`config.mk`:
```
export PLATFORM = sky130hd
export DESIGN_NAME = vector_top
export DESIGN_NICKNAME = d
export VERILOG_FILES = /design/src/vector_pkg.sv /design/src/beam_sequencer.sv /design/src/frame_builder.sv /design/src/frame_ram.sv /design/src/shape_rom.sv /design/src/vector_top.sv
export SDC_FILE = /design/constraint.sdc
export NUM_CORES = 1
export LEC_CHECK = 0
export ABC_AREA = 0
export BUFFER_PORTS_ARGS = -buffer_cell sky130_fd_sc_hd__buf_4
export CAP_MARGIN = 5
export CORE_ASPECT_RATIO = 0.8
export CORE_UTILIZATION = 40
export DETAILED_ROUTE_END_ITERATION = 10
export PLACE_DENSITY = 0.58
export SETUP_SLACK_MARGIN = 0.05
export SLEW_MARGIN = 20
export SYNTH_ARGS = -nofsm -noshare
export SYNTH_HDL_FRONTEND = slang
export SYNTH_SLANG_ARGS = --single-unit
```
`constraint.sdc`:
```
create_clock -name clk -period 4.17 [get_ports clk]
set_input_delay 0.834 -clock clk [delete_from_list [all_inputs] [get_ports clk]]
set_output_delay 0.834 -clock clk [all_outputs]
set_load 0.01 [all_outputs]
```
`src/vector_pkg.sv`:
```
// widths, command codes, rom sprite bases, frame ram depth and the display word union
`default_nettype none

package vector_pkg;

    ////////////////////////////////////////
    // widths and sizes
    ////////////////////////////////////////

    // one screen coordinate on the dac
    localparam int COORD_W = 8;

    // command + two coordinates
    localparam int WORD_W = 18;

    // shared by shape rom and frame ram
    localparam int ADDR_W = 10;

    // one frame, no double buffering
    localparam int RAM_DEPTH = 64;

    ////////////////////////////////////////
    // display word
    ////////////////////////////////////////

    // top two bits of every display word
    typedef enum logic [1:0] {
        CMD_MOVE  = 2'd0,
        CMD_DRAW  = 2'd1,
        CMD_DWELL = 2'd2,
        CMD_END   = 2'd3
    } cmd_e;

    // sprite start addresses in the shape rom
    localparam logic [ADDR_W-1:0] CURSOR_BASE = 10'd0;
    localparam logic [ADDR_W-1:0] ENEMY_BASE  = 10'd6;

    // point view for move/draw, control view for dwell and end
    typedef union packed {
        struct packed {
            cmd_e               cmd;
            logic [COORD_W-1:0] x;
            logic [COORD_W-1:0] y;
        } pt;
        struct packed {
            cmd_e       cmd;
            logic [7:0] dwell;
            logic [7:0] rsvd;
        } ctl;
    } display_word_u;

endpackage

`default_nettype wire

```
`src/beam_sequencer.sv`:
```
// beam sequencer FSM: walks the frame ram, drives the dac channels with per-point dwell, halt
`default_nettype none

module beam_sequencer import vector_pkg::*; (
    input  logic               clk,
    input  logic               rst_n,
    input  logic               go,
    input  display_word_u      rd_data,
    output logic [ADDR_W-1:0]  rd_addr,
    output logic [COORD_W-1:0] xch,
    output logic [COORD_W-1:0] ych,
    output logic               beam_on,
    output logic               dac_load,
    output logic               halt
);

    enum logic [2:0] {S_IDLE, S_READ, S_DECODE, S_HOLD, S_FINISH} state;

    logic [7:0] dwell_q;
    logic [7:0] hold_cnt;
    cmd_e       cmd;

    // command bits sit at the same place in both views
    assign cmd = rd_data.pt.cmd;

    ////////////////////////////////////////
    // display FSM
    ////////////////////////////////////////

    // rd_addr rests at 0 while idle, so word 0 is ready right after go
    always_ff @(posedge clk) begin
        if (!rst_n) begin
            state    <= S_IDLE;
            rd_addr  <= '0;
            dwell_q  <= '0;
            hold_cnt <= '0;
            xch      <= '0;
            ych      <= '0;
            beam_on  <= 1'b0;
            dac_load <= 1'b0;
            halt     <= 1'b0;
        end else begin
            dac_load <= 1'b0;
            halt     <= 1'b0;
            case (state)
                S_IDLE: begin
                    if (go) begin
                        state <= S_DECODE;
                    end
                end
                // waits out the ram read latency
                S_READ: begin
                    state <= S_DECODE;
                end
                S_DECODE: begin
                    rd_addr <= rd_addr + 1'b1;
                    case (cmd)
                        CMD_DWELL: begin
                            dwell_q <= rd_data.ctl.dwell;
                            state   <= S_READ;
                        end
                        CMD_END: begin
                            // two quiet cycles before halt
                            hold_cnt <= 8'd1;
                            state    <= S_FINISH;
                        end
                        default: begin
                            xch      <= rd_data.pt.x;
                            ych      <= rd_data.pt.y;
                            beam_on  <= (cmd == CMD_DRAW);
                            dac_load <= 1'b1;
                            // decode and read already take two of the dwell cycles
                            hold_cnt <= dwell_q - 8'd2;
                            if (dwell_q > 8'd2) begin
                                state <= S_HOLD;
                            end else begin
                                state <= S_READ;
                            end
                        end
                    endcase
                end
                S_HOLD: begin
                    hold_cnt <= hold_cnt - 1'b1;
                    if (hold_cnt <= 8'd1) begin
                        state <= S_READ;
                    end
                end
                S_FINISH: begin
                    beam_on <= 1'b0;
                    rd_addr <= '0;
                    if (hold_cnt == 8'd0) begin
                        halt  <= 1'b1;
                        state <= S_IDLE;
                    end else begin
                        hold_cnt <= hold_cnt - 1'b1;
                    end
                end
                default: state <= S_IDLE;
            endcase
        end
    end

    // end of frame never coincides with a point strobe
    halt_vs_load_a: assert property (@(posedge clk) disable iff (!rst_n)
        !(halt && dac_load));

    // builder must wait for halt before the next go
    go_when_idle_a: assert property (@(posedge clk) disable iff (!rst_n)
        go |-> (state == S_IDLE));

endmodule

`default_nettype wire

```
`src/frame_builder.sv`:
```
// frame builder FSM: copies sprites from rom to frame ram with position offsets, go/halt
`default_nettype none

module frame_builder import vector_pkg::*; (
    input  logic               clk,
    input  logic               rst_n,
    input  logic               halt,
    input  logic [COORD_W-1:0] cursor_x,
    input  logic [COORD_W-1:0] cursor_y,
    input  logic [COORD_W-1:0] enemy_x,
    input  logic [COORD_W-1:0] enemy_y,
    input  logic               enemy_en,
    input  display_word_u      rom_data,
    output logic [ADDR_W-1:0]  rom_addr,
    output logic               wr_en,
    output logic [ADDR_W-1:0]  wr_addr,
    output display_word_u      wr_data,
    output logic               go
);

    enum logic [2:0] {S_CAPTURE, S_CURSOR, S_ENEMY, S_END, S_GO, S_WAIT} state;

    // positions frozen for the whole build
    logic [COORD_W-1:0] cur_x_q;
    logic [COORD_W-1:0] cur_y_q;
    logic [COORD_W-1:0] enm_x_q;
    logic [COORD_W-1:0] enm_y_q;
    logic               enm_en_q;

    logic               rom_valid;
    logic [ADDR_W-1:0]  wr_ptr;
    logic               fetching;
    logic               shape_end;
    logic               take_word;
    logic [COORD_W-1:0] off_x;
    logic [COORD_W-1:0] off_y;
    display_word_u      wr_next;

    ////////////////////////////////////////
    // rom pipeline decode
    ////////////////////////////////////////

    assign fetching  = (state == S_CURSOR) || (state == S_ENEMY);
    // rom_valid marks data for the address of the previous cycle
    assign shape_end = fetching && rom_valid && (rom_data.pt.cmd == CMD_END);
    assign take_word = fetching && rom_valid && (rom_data.pt.cmd != CMD_END);

    assign off_x = (state == S_ENEMY) ? enm_x_q : cur_x_q;
    assign off_y = (state == S_ENEMY) ? enm_y_q : cur_y_q;

    always_comb begin
        wr_next = rom_data;
        if (state == S_END) begin
            wr_next         = '0;
            wr_next.ctl.cmd = CMD_END;
        end else if (rom_data.pt.cmd == CMD_MOVE || rom_data.pt.cmd == CMD_DRAW) begin
            // screen wraps modulo 256
            wr_next.pt.x = rom_data.pt.x + off_x;
            wr_next.pt.y = rom_data.pt.y + off_y;
        end
    end

    ////////////////////////////////////////
    // control FSM
    ////////////////////////////////////////

    always_ff @(posedge clk) begin
        if (!rst_n) begin
            state     <= S_CAPTURE;
            rom_addr  <= CURSOR_BASE;
            rom_valid <= 1'b0;
            wr_ptr    <= '0;
            wr_en     <= 1'b0;
            go        <= 1'b0;
        end else begin
            wr_en <= 1'b0;
            go    <= 1'b0;
            case (state)
                S_CAPTURE: begin
                    rom_addr  <= CURSOR_BASE;
                    rom_valid <= 1'b0;
                    wr_ptr    <= '0;
                    state     <= S_CURSOR;
                end
                S_CURSOR, S_ENEMY: begin
                    if (shape_end) begin
                        rom_valid <= 1'b0;
                        if (state == S_CURSOR && enm_en_q) begin
                            rom_addr <= ENEMY_BASE;
                            state    <= S_ENEMY;
                        end else begin
                            state <= S_END;
                        end
                    end else begin
                        rom_addr  <= rom_addr + 1'b1;
                        rom_valid <= 1'b1;
                        if (take_word) begin
                            wr_en  <= 1'b1;
                            wr_ptr <= wr_ptr + 1'b1;
                        end
                    end
                end
                S_END: begin
                    // frame terminator
                    wr_en  <= 1'b1;
                    wr_ptr <= wr_ptr + 1'b1;
                    state  <= S_GO;
                end
                S_GO: begin
                    go    <= 1'b1;
                    state <= S_WAIT;
                end
                S_WAIT: begin
                    if (halt) begin
                        state <= S_CAPTURE;
                    end
                end
                default: state <= S_CAPTURE;
            endcase
        end
    end

    // captured positions and write payload
    always_ff @(posedge clk) begin
        if (state == S_CAPTURE) begin
            cur_x_q  <= cursor_x;
            cur_y_q  <= cursor_y;
            enm_x_q  <= enemy_x;
            enm_y_q  <= enemy_y;
            enm_en_q <= enemy_en;
        end
        if (take_word || state == S_END) begin
            wr_addr <= wr_ptr;
            wr_data <= wr_next;
        end
    end

    // ram is owned by the display while it draws
    wait_no_write_a: assert property (@(posedge clk) disable iff (!rst_n)
        (state == S_WAIT) |-> !wr_en);

    wr_in_range_a: assert property (@(posedge clk) disable iff (!rst_n)
        wr_en |-> (wr_addr < RAM_DEPTH));

endmodule

`default_nettype wire

```
`src/frame_ram.sv`:
```
// frame ram, one write port and one registered read port
`default_nettype none

module frame_ram import vector_pkg::*; (
    input  logic              clk,
    input  logic              wr_en,
    input  logic [ADDR_W-1:0] wr_addr,
    input  display_word_u     wr_data,
    input  logic [ADDR_W-1:0] rd_addr,
    output display_word_u     rd_data
);

    // one frame of display words
    logic [WORD_W-1:0] mem [RAM_DEPTH];

    ////////////////////////////////////////
    // write port, builder side
    ////////////////////////////////////////

    always_ff @(posedge clk) begin
        if (wr_en) begin
            mem[wr_addr[$clog2(RAM_DEPTH)-1:0]] <= wr_data;
        end
    end

    ////////////////////////////////////////
    // read port, display side
    ////////////////////////////////////////

    // one cycle latency, old data on a same-cycle write
    always_ff @(posedge clk) begin
        rd_data <= mem[rd_addr[$clog2(RAM_DEPTH)-1:0]];
    end

endmodule

`default_nettype wire

```
`src/shape_rom.sv`:
```
// sprite table rom with cursor and enemy shapes, registered read
`default_nettype none

module shape_rom import vector_pkg::*; (
    input  logic              clk,
    input  logic [ADDR_W-1:0] addr,
    output display_word_u     data
);

    // point word relative to the sprite origin
    function automatic display_word_u point_word(
        input cmd_e               cmd,
        input logic [COORD_W-1:0] x,
        input logic [COORD_W-1:0] y
    );
        display_word_u w;
        w.pt.cmd = cmd;
        w.pt.x   = x;
        w.pt.y   = y;
        return w;
    endfunction

    // control word, dwell or end
    function automatic display_word_u ctrl_word(
        input cmd_e       cmd,
        input logic [7:0] dwell
    );
        display_word_u w;
        w.ctl.cmd   = cmd;
        w.ctl.dwell = dwell;
        w.ctl.rsvd  = '0;
        return w;
    endfunction

    ////////////////////////////////////////
    // sprite table
    ////////////////////////////////////////

    always_ff @(posedge clk) begin
        case (addr)
            // cursor: a small cross
            CURSOR_BASE + 10'd0: data <= ctrl_word(CMD_DWELL, 8'd3);
            CURSOR_BASE + 10'd1: data <= point_word(CMD_MOVE, 8'd0, 8'd4);
            CURSOR_BASE + 10'd2: data <= point_word(CMD_DRAW, 8'd8, 8'd4);
            CURSOR_BASE + 10'd3: data <= point_word(CMD_MOVE, 8'd4, 8'd0);
            CURSOR_BASE + 10'd4: data <= point_word(CMD_DRAW, 8'd4, 8'd8);
            CURSOR_BASE + 10'd5: data <= ctrl_word(CMD_END, 8'd0);
            // enemy: closed square, slower beam
            ENEMY_BASE + 10'd0:  data <= ctrl_word(CMD_DWELL, 8'd5);
            ENEMY_BASE + 10'd1:  data <= point_word(CMD_MOVE, 8'd0, 8'd0);
            ENEMY_BASE + 10'd2:  data <= point_word(CMD_DRAW, 8'd12, 8'd0);
            ENEMY_BASE + 10'd3:  data <= point_word(CMD_DRAW, 8'd12, 8'd12);
            ENEMY_BASE + 10'd4:  data <= point_word(CMD_DRAW, 8'd0, 8'd12);
            ENEMY_BASE + 10'd5:  data <= point_word(CMD_DRAW, 8'd0, 8'd0);
            ENEMY_BASE + 10'd6:  data <= ctrl_word(CMD_END, 8'd0);
            // empty space reads as end of shape
            default:             data <= ctrl_word(CMD_END, 8'd0);
        endcase
    end

endmodule

`default_nettype wire

```
`src/vector_top.sv`:
```
// top level: shape rom, frame builder, frame ram and beam sequencer
`default_nettype none

module vector_top import vector_pkg::*; (
    input  logic               clk,
    input  logic               rst_n,
    input  logic [COORD_W-1:0] cursor_x,
    input  logic [COORD_W-1:0] cursor_y,
    input  logic [COORD_W-1:0] enemy_x,
    input  logic [COORD_W-1:0] enemy_y,
    input  logic               enemy_en,
    output logic [COORD_W-1:0] xch,
    output logic [COORD_W-1:0] ych,
    output logic               beam_on,
    output logic               dac_load,
    output logic               go_flag,
    output logic               halt_flag
);

    ////////////////////////////////////////
    // internal wires
    ////////////////////////////////////////

    logic [ADDR_W-1:0] rom_addr;
    display_word_u     rom_data;
    logic              wr_en;
    logic [ADDR_W-1:0] wr_addr;
    display_word_u     wr_data;
    logic [ADDR_W-1:0] rd_addr;
    display_word_u     rd_data;

    // frame handshake between builder and display
    logic go;
    logic halt;

    assign go_flag   = go;
    assign halt_flag = halt;

    ////////////////////////////////////////
    // submodules
    ////////////////////////////////////////

    shape_rom u_shape_rom (
        .clk  (clk),
        .addr (rom_addr),
        .data (rom_data)
    );

    frame_builder u_frame_builder (
        .clk      (clk),
        .rst_n    (rst_n),
        .halt     (halt),
        .cursor_x (cursor_x),
        .cursor_y (cursor_y),
        .enemy_x  (enemy_x),
        .enemy_y  (enemy_y),
        .enemy_en (enemy_en),
        .rom_data (rom_data),
        .rom_addr (rom_addr),
        .wr_en    (wr_en),
        .wr_addr  (wr_addr),
        .wr_data  (wr_data),
        .go       (go)
    );

    frame_ram u_frame_ram (
        .clk     (clk),
        .wr_en   (wr_en),
        .wr_addr (wr_addr),
        .wr_data (wr_data),
        .rd_addr (rd_addr),
        .rd_data (rd_data)
    );

    beam_sequencer u_beam_sequencer (
        .clk      (clk),
        .rst_n    (rst_n),
        .go       (go),
        .rd_data  (rd_data),
        .rd_addr  (rd_addr),
        .xch      (xch),
        .ych      (ych),
        .beam_on  (beam_on),
        .dac_load (dac_load),
        .halt     (halt)
    );

endmodule

`default_nettype wire
```
==> summary.txt, run 1 <==
Via count: 26800
Power density over the cells: 438 nW/µm²
CTS Root Cell: clkbuf_16
Worst Setup End Kind: flip-flop
CTS Buf Count: 119
Area of all sequential standard cells: 38200 µm²
Initial antenna violation count: 3
Non-Filler Cell Area, Final: 57300 µm²
Dpl cell area: 53600 µm²
Clk sinks: 1301
Worst Path Required: 4740 ps
Port Buffer Count: 54
Layout area overhead: 13.3%
Gate Count Post-Synth: 2709
Top-level I/O count: 55
Type of the tightest min-delay check: in -> reg
Startpoint types: flip-flop
Pin count of the biggest net entering global routing: 70
Final worst slack: 636 ps
Post-CTS setup buffers: 0
Die area: 128000 µm²
CTS tree: yes
Delay-heaviest family, CP: compound AO/OA/AOI/OAI gates
Crit path time final: 3530 ps
Clk slew on worst S/H paths: 70 ps
Commonest non-fill, non-tap cell in the layout: edfxtp_1
Max-Cap Viols: 0
Highest achievable clock rate: 0.283 GHz
CP max stage cell: a2111oi_1
Sequential share of the synthesized area: 75.4%
Max Slew Vio Count: 0
CP bufs+invs: 1
Via/cell ratio: 5.77
Row count: 116
GR Util All Layers: 20.4%
Worst Max-Slew Pin Slew: 1180 ps
Syn nets: 2763
Status: finished clean
TritonRoute pass-1 iters: 6
RSZ-0062 raised after global routing: no
Ys async rst share: 0%
Final setup TNS: 0 ps
CP cell instances: buf_4 > mux4_2 > a2111oi_1 > a22o_1 > a211oi_1
Overflow after GRT: 0
Distinct cells, synth: 67
Peak VDD IR: 0.322 mV
Die Y: 320 µm
# hold bufs at CTS: 0
Ys Warns: 0
Number of global-route vias before repair: 26500
Fill cell count: 10600
Most frequent cells in the layout: edfxtp_1, mux2i_1, mux4_2
Global-route wire length before repair: 189000 µm
Setup violators final: 0
CP max stage delay: 870 ps
Area occupied by multi-input gates: 11700 µm²
Detailed-route DRC error count: 0
Post-synth EDFFs: 1209
Core area: 125000 µm²
Number of hold violations in the final report: 0
Chip width: 400 µm
Ratio of cells with drive above 1 in the final layout: 21.3%
Nets@finish: 2933
GP Congestion: 0.836
Post-synth design cell area: 50600 µm²
Clk buf depth: 3
Pleak: 17.6 nW
Starting Density: 40.4%
Crit path max fanout: 34
Final cell count without fillers: 4634
Dpl ws: 687 ps
H-Tree Depth: 3
Placed insts: 4407
Antenna violation net count after detailed routing: 0
Syn avg cell area: 18.7 µm²
Total wire length: 131000 µm
Kind of critical path: reg -> reg
Wirelength per Cell: 28.3 µm
Top FF cell, synth: edfxtp_1
Worst skew pair latency: 730 ps
Iter 0 DRT Violations: 3097
CTS resizes: 0
Period utilization: 84.7%
Slew HR: 19.6%
Synthesized flop and latch total: 1301
Post-DP HPWL: 79500 µm
Crit path arrival time: 4110 ps
Setup Skew: 37.0 ps
-- cell families after synthesis --
group                      Yosys count  share of synthesized area [%]
AOI/OAI and AO/OA                  373                           5.02
xor gates and xnor gates            18                          0.311
adders and majority gates           19                          0.499
buffers and inverters              168                           1.73
DFF                               1301                           75.4
muxes                              446                           13.6
and+or+nand+nor                    384                           3.51
-- state kept, by name (all words and copies together), names as in the netlist, 8 cells and up --
register / count
u_frame_builder.enm_x_q: 8
u_frame_builder.cur_y_q: 8
u_frame_ram.mem: 1152
u_beam_sequencer.dwell_q: 8
u_frame_builder.wr_data: 18
u_frame_builder.rom_addr: 10
u_frame_builder.cur_x_q: 8
u_shape_rom.data: 8
u_beam_sequencer.xch: 8
u_frame_ram.rd_data: 18
u_beam_sequencer.hold_cnt: 8
u_beam_sequencer.ych: 8
u_frame_builder.enm_y_q: 8
-- through the flow --
stage / hold slack, ps / utilization, % / power (mW)
3_5_place_dp: 431 / 42.8 / 14.9
2_1_floorplan: 417 / - / 14.7
5_1_grt: 238 / 45.8 / 25.8
6_report: 281 / 45.8 / 25.1
3_3_place_gp: 439 / 42.7 / 14.9
4_1_cts: 230 / 45.7 / 25.3
-- power breakdown --
part	total (mW)	switching [mW]	internal [mW]	leakage [nW]
sequential	14.3	0.0521	14.3	11.7
clock	10.4	4.76	5.68	1.81
combinational	0.361	0.267	0.0938	4.15
-- cells in the mapped netlist, types with 14 or more instances --
library cell  number  area, µm²
a211oi_1          30        225
mux2i_1          226       2260
a22o_1            15        131
a211o_1           29        254
mux2_2            31        349
edfxtp_1        1209      36300
nand3_1           26        130
clkbuf_1          77        289
a21oi_1           79        395
inv_1             14       52.6
buf_2             35        175
nand2_1           91        342
ha_1              17        213
nor2_1           160        601
buf_6             18        203
buf_4             17        128
mux4_2           189       4260
o221ai_1          17        149
a2111oi_0         18        158
dfxtp_1           92       1840
o21ai_0           53        265
o22ai_1           56        350
a221oi_1          31        272
nor3_1            15       75.1
-- metal layers --
layer  GRT usage (%)  share of wire, %  vias up
li1                -                 -    11300
met2            32.1                47     1066
met3            3.67               7.4      166
met1            29.6                43    14200
met5               0            0.0099        -
met4            4.15               1.7        2
-- final cells by class --
| type | instances | area share, % |
|---|---|---|
| well taps | 1652 | 3.60 |
| diodes | 1 | 0.00436 |
| clock inverters | 57 | 0.694 |
| repair buffers | 202 | 2.95 |
| inverters | 15 | 0.0982 |
| multi-input cells | 1240 | 20.4 |
| flip-flops and latches | 1301 | 66.5 |
| clock buffers | 166 | 5.73 |
-- final timing paths --
check                                                start                              endpoint  slack (ps)  depth (start not counted)
setup / recovery  u_beam_sequencer.rd_addr[1]$_SDFFE_PN0P_        u_frame_ram.rd_data[4]$_DFF_P_         640                          5
setup reg to reg  u_beam_sequencer.rd_addr[1]$_SDFFE_PN0P_        u_frame_ram.rd_data[4]$_DFF_P_         640                          5
hold reg to reg             u_frame_ram.rd_data[3]$_DFF_P_  u_beam_sequencer.ych[3]$_SDFFE_PN0P_         440                          2
hold / removal                                  enemy_y[2]  u_frame_builder.enm_y_q[2]$_DFFE_PP_         280                          1
Power figures use the tool's default switching activity.
==> run 2: changes to the inputs <==
==> constraint.sdc (replaced) <==
create_clock -name clk -period 3.5 [get_ports clk]
set_input_delay 0.7 -clock clk [delete_from_list [all_inputs] [get_ports clk]]
set_output_delay 0.7 -clock clk [all_outputs]
set_load 0.01 [all_outputs]
==> run 2 against run 1 <==
- clock skew about the same
- highest routed layer is now met4
- design area up 1.1%
- count of clock-buffer cells in the layout down 16
==> summary.txt, run 2 (synthesized netlist as in run 1, its figures left out) <==
Met1 Wirelength: 55300 µm (was 56900 µm)
Max Slew Vio Count: 0 (unchanged)
Kind of critical path: reg -> reg (unchanged)
Port Buffer Count: 54 (unchanged)
Die area: 128000 µm² (unchanged)
Pleak: 17.9 nW (was 17.6 nW)
TritonRoute pass-1 iters: 7 (was 6)
CTS tree: yes (unchanged)
Chip width: 400 µm (unchanged)
Overflow after GRT: 0 (unchanged)
Worst skew pair latency: 730 ps (about the same)
Switching Share: 20.1% (was 20.2%)
Wirelength per Cell: 27.4 µm (was 28.3 µm)
Global-route wire length before repair: 184000 µm (was 189000 µm)
Seq pwr share: 55.7% (was 57.0%)
Diode count: 0 (was 1)
Peak VDD IR: 0.452 mV (was 0.322 mV)
Nets@finish: 2968 (was 2933)
Worst Setup End Kind: flip-flop (unchanged)
Layout area overhead: 14.5% (was 13.3%)
Top layer in use: met4 (was met5)
Type of the tightest min-delay check: in -> reg (unchanged)
Comb pwr share: 1.4% (about the same)
CTS Root Cell: clkbuf_16 (unchanged)
RSZ-0062 raised after global routing: no (unchanged)
Crit path time final: 3260 ps (was 3530 ps)
Setup Skew: 36.9 ps (was 37.0 ps)
Commonest non-fill, non-tap cell in the layout: edfxtp_1 (unchanged)
Die Y: 320 µm (unchanged)
Post-CTS setup buffers: 0 (unchanged)
Fill cell count: 10400 (was 10600)
Crit path arrival time: 3850 ps (was 4110 ps)
# hold bufs at CTS: 0 (unchanged)
Clk slew on worst S/H paths: 60 ps (was 70 ps)
Total wire length: 128000 µm (was 131000 µm)
Via count: 26500 (was 26800)
Highest achievable clock rate: 0.307 GHz (was 0.283 GHz)
Placed insts: 4441 (was 4407)
Initial antenna violation count: 2 (was 3)
Power density over the cells: 528 nW/µm² (was 438 nW/µm²)
Worst Max-Slew Pin Slew: 945 ps (was 1180 ps)
H-Tree Depth: 3 (unchanged)
GP Congestion: 0.830 (was 0.836)
GR Util All Layers: 20.0% (was 20.4%)
Max FFs per register: 1152 (unchanged)
Setup violators final: 0 (unchanged)
Via/cell ratio: 5.68 (was 5.77)
Iter 0 DRT Violations: 2488 (was 3097)
Clk sinks: 1301 (unchanged)
Final cell count without fillers: 4672 (was 4634)
Startpoint types: flip-flop (unchanged)
Pin count of the biggest net entering global routing: 70 (unchanged)
Most frequent cells in the layout: edfxtp_1, mux2i_1, buf_4 (was edfxtp_1, mux2i_1, mux4_2)
Status: finished clean (unchanged)
Max-Cap Viols: 0 (unchanged)
Period utilization: 93.1% (was 84.7%)
CTS Buf Count: 121 (was 119)
Clk buf depth: 3 (unchanged)
Post-DP HPWL: 77500 µm (was 79500 µm)
Row count: 116 (unchanged)
Starting Density: 40.4% (unchanged)
Slew HR: 36.9% (was 19.6%)
Crit path max fanout: 28 (was 34)
Internal: 24.5 mW (was 20.0 mW)
Antenna violation net count after detailed routing: 0 (unchanged)
Clock power frac: 42.9% (was 41.6%)
Top-level I/O count: 55 (unchanged)
Wire length on met2: 58900 µm (was 62100 µm)
CTS resizes: 0 (unchanged)
Met3 WL post-DR: 10700 µm (was 9740 µm)
Core area: 125000 µm² (unchanged)
Worst Path Required: 4090 ps (was 4740 ps)
Number of hold violations in the final report: 0 (unchanged)
Ratio of cells with drive above 1 in the final layout: 22.6% (was 21.3%)
Detailed-route DRC error count: 0 (unchanged)
Final setup TNS: 0 ps (unchanged)
Switching Power: 6.13 mW (was 5.08 mW)
Number of global-route vias before repair: 26300 (was 26500)
-- run 2: changes by cell type in the layout (fill, tap and decap cells not counted), sizes merged --
| cell | delta |
|---|---|
| clkinvlp | +7 |
| buf | +33 |
| diode | -1 |
| clkinv | +8 |
| inv | -1 |
| clkbuf | -16 |
| bufinv | +8 |
-- run 2: routing by layer --
| layer | track usage, % | vias to the layer above |
|---|---|---|
| li1 | - | 11400 |
| met1 | 28.6 | 13900 |
| met2 | 30.5 | 1022 |
| met3 | 4.74 | 164 |
| met4 | 5.61 | 0 |
| met5 | 0 | - |
-- run 2: path summary, 6_finish.rpt --
| check | cells past startpoint | end | startpoint | slack, ps |
|---|---|---|---|---|
| max | 8 | u_frame_ram.rd_data[2]$_DFF_P_ | u_beam_sequencer.rd_addr[1]$_SDFFE_PN0P_ | 240 |
| min | 1 | u_frame_builder.enm_x_q[0]$_DFFE_PP_ | enemy_x[0] | 150 |
| min reg2reg | 2 | u_beam_sequencer.xch[0]$_SDFFE_PN0P_ | u_beam_sequencer.xch[0]$_SDFFE_PN0P_ | 460 |
| max reg2reg | 8 | u_frame_ram.rd_data[2]$_DFF_P_ | u_beam_sequencer.rd_addr[1]$_SDFFE_PN0P_ | 240 |
-- run 2: layout make-up --
type                            instances  area, µm²  share of cell area, %
Sequential cell                      1301      38200                   65.8
Multi-Input combinational cell       1240      11700                   20.1
Clock buffer                          150       3230                   5.57
Tap cell                             1652       2070                   3.57
Timing Repair Buffer                  235       2040                   3.52
Clock inverter                         79        749                   1.29
Inverter                               15       56.3                 0.0971
-- run 2: per-stage QoR --
stage               setup WS, ps  hold WS (ps)  util [%]  total power, mW  area, µm²
floorplan                    185           417         -             17.6      50600
finish                       243           149      46.3             30.6      58000
detailed placement           106           455      43.1             17.8      54000
global route                 126           111      46.3             31.4      58000
global placement             138           448      43.1             17.8      54000
CTS                         89.4          92.8      46.3             30.8      57900
-- run 2: critical path, stage by stage (launching register included) --
cell and delay (ps):
dfxtp_4 620, buf_4 320, nand3b_1 170, buf_4 410, nor2_1 100, a2111oi_1 680
buf_4 230, a22o_1 430, a211oi_1 140
-- run 2: power by group through the flow --
stage	registers [mW]	clock network [mW]	logic [mW]
after floorplan	17.4	0	0.140
after CTS	17.0	13.4	0.414
after detailed placement	17.4	0	0.413
after global routing	17.0	13.9	0.454
after global placement	17.4	0	0.395
final	17.0	13.1	0.422
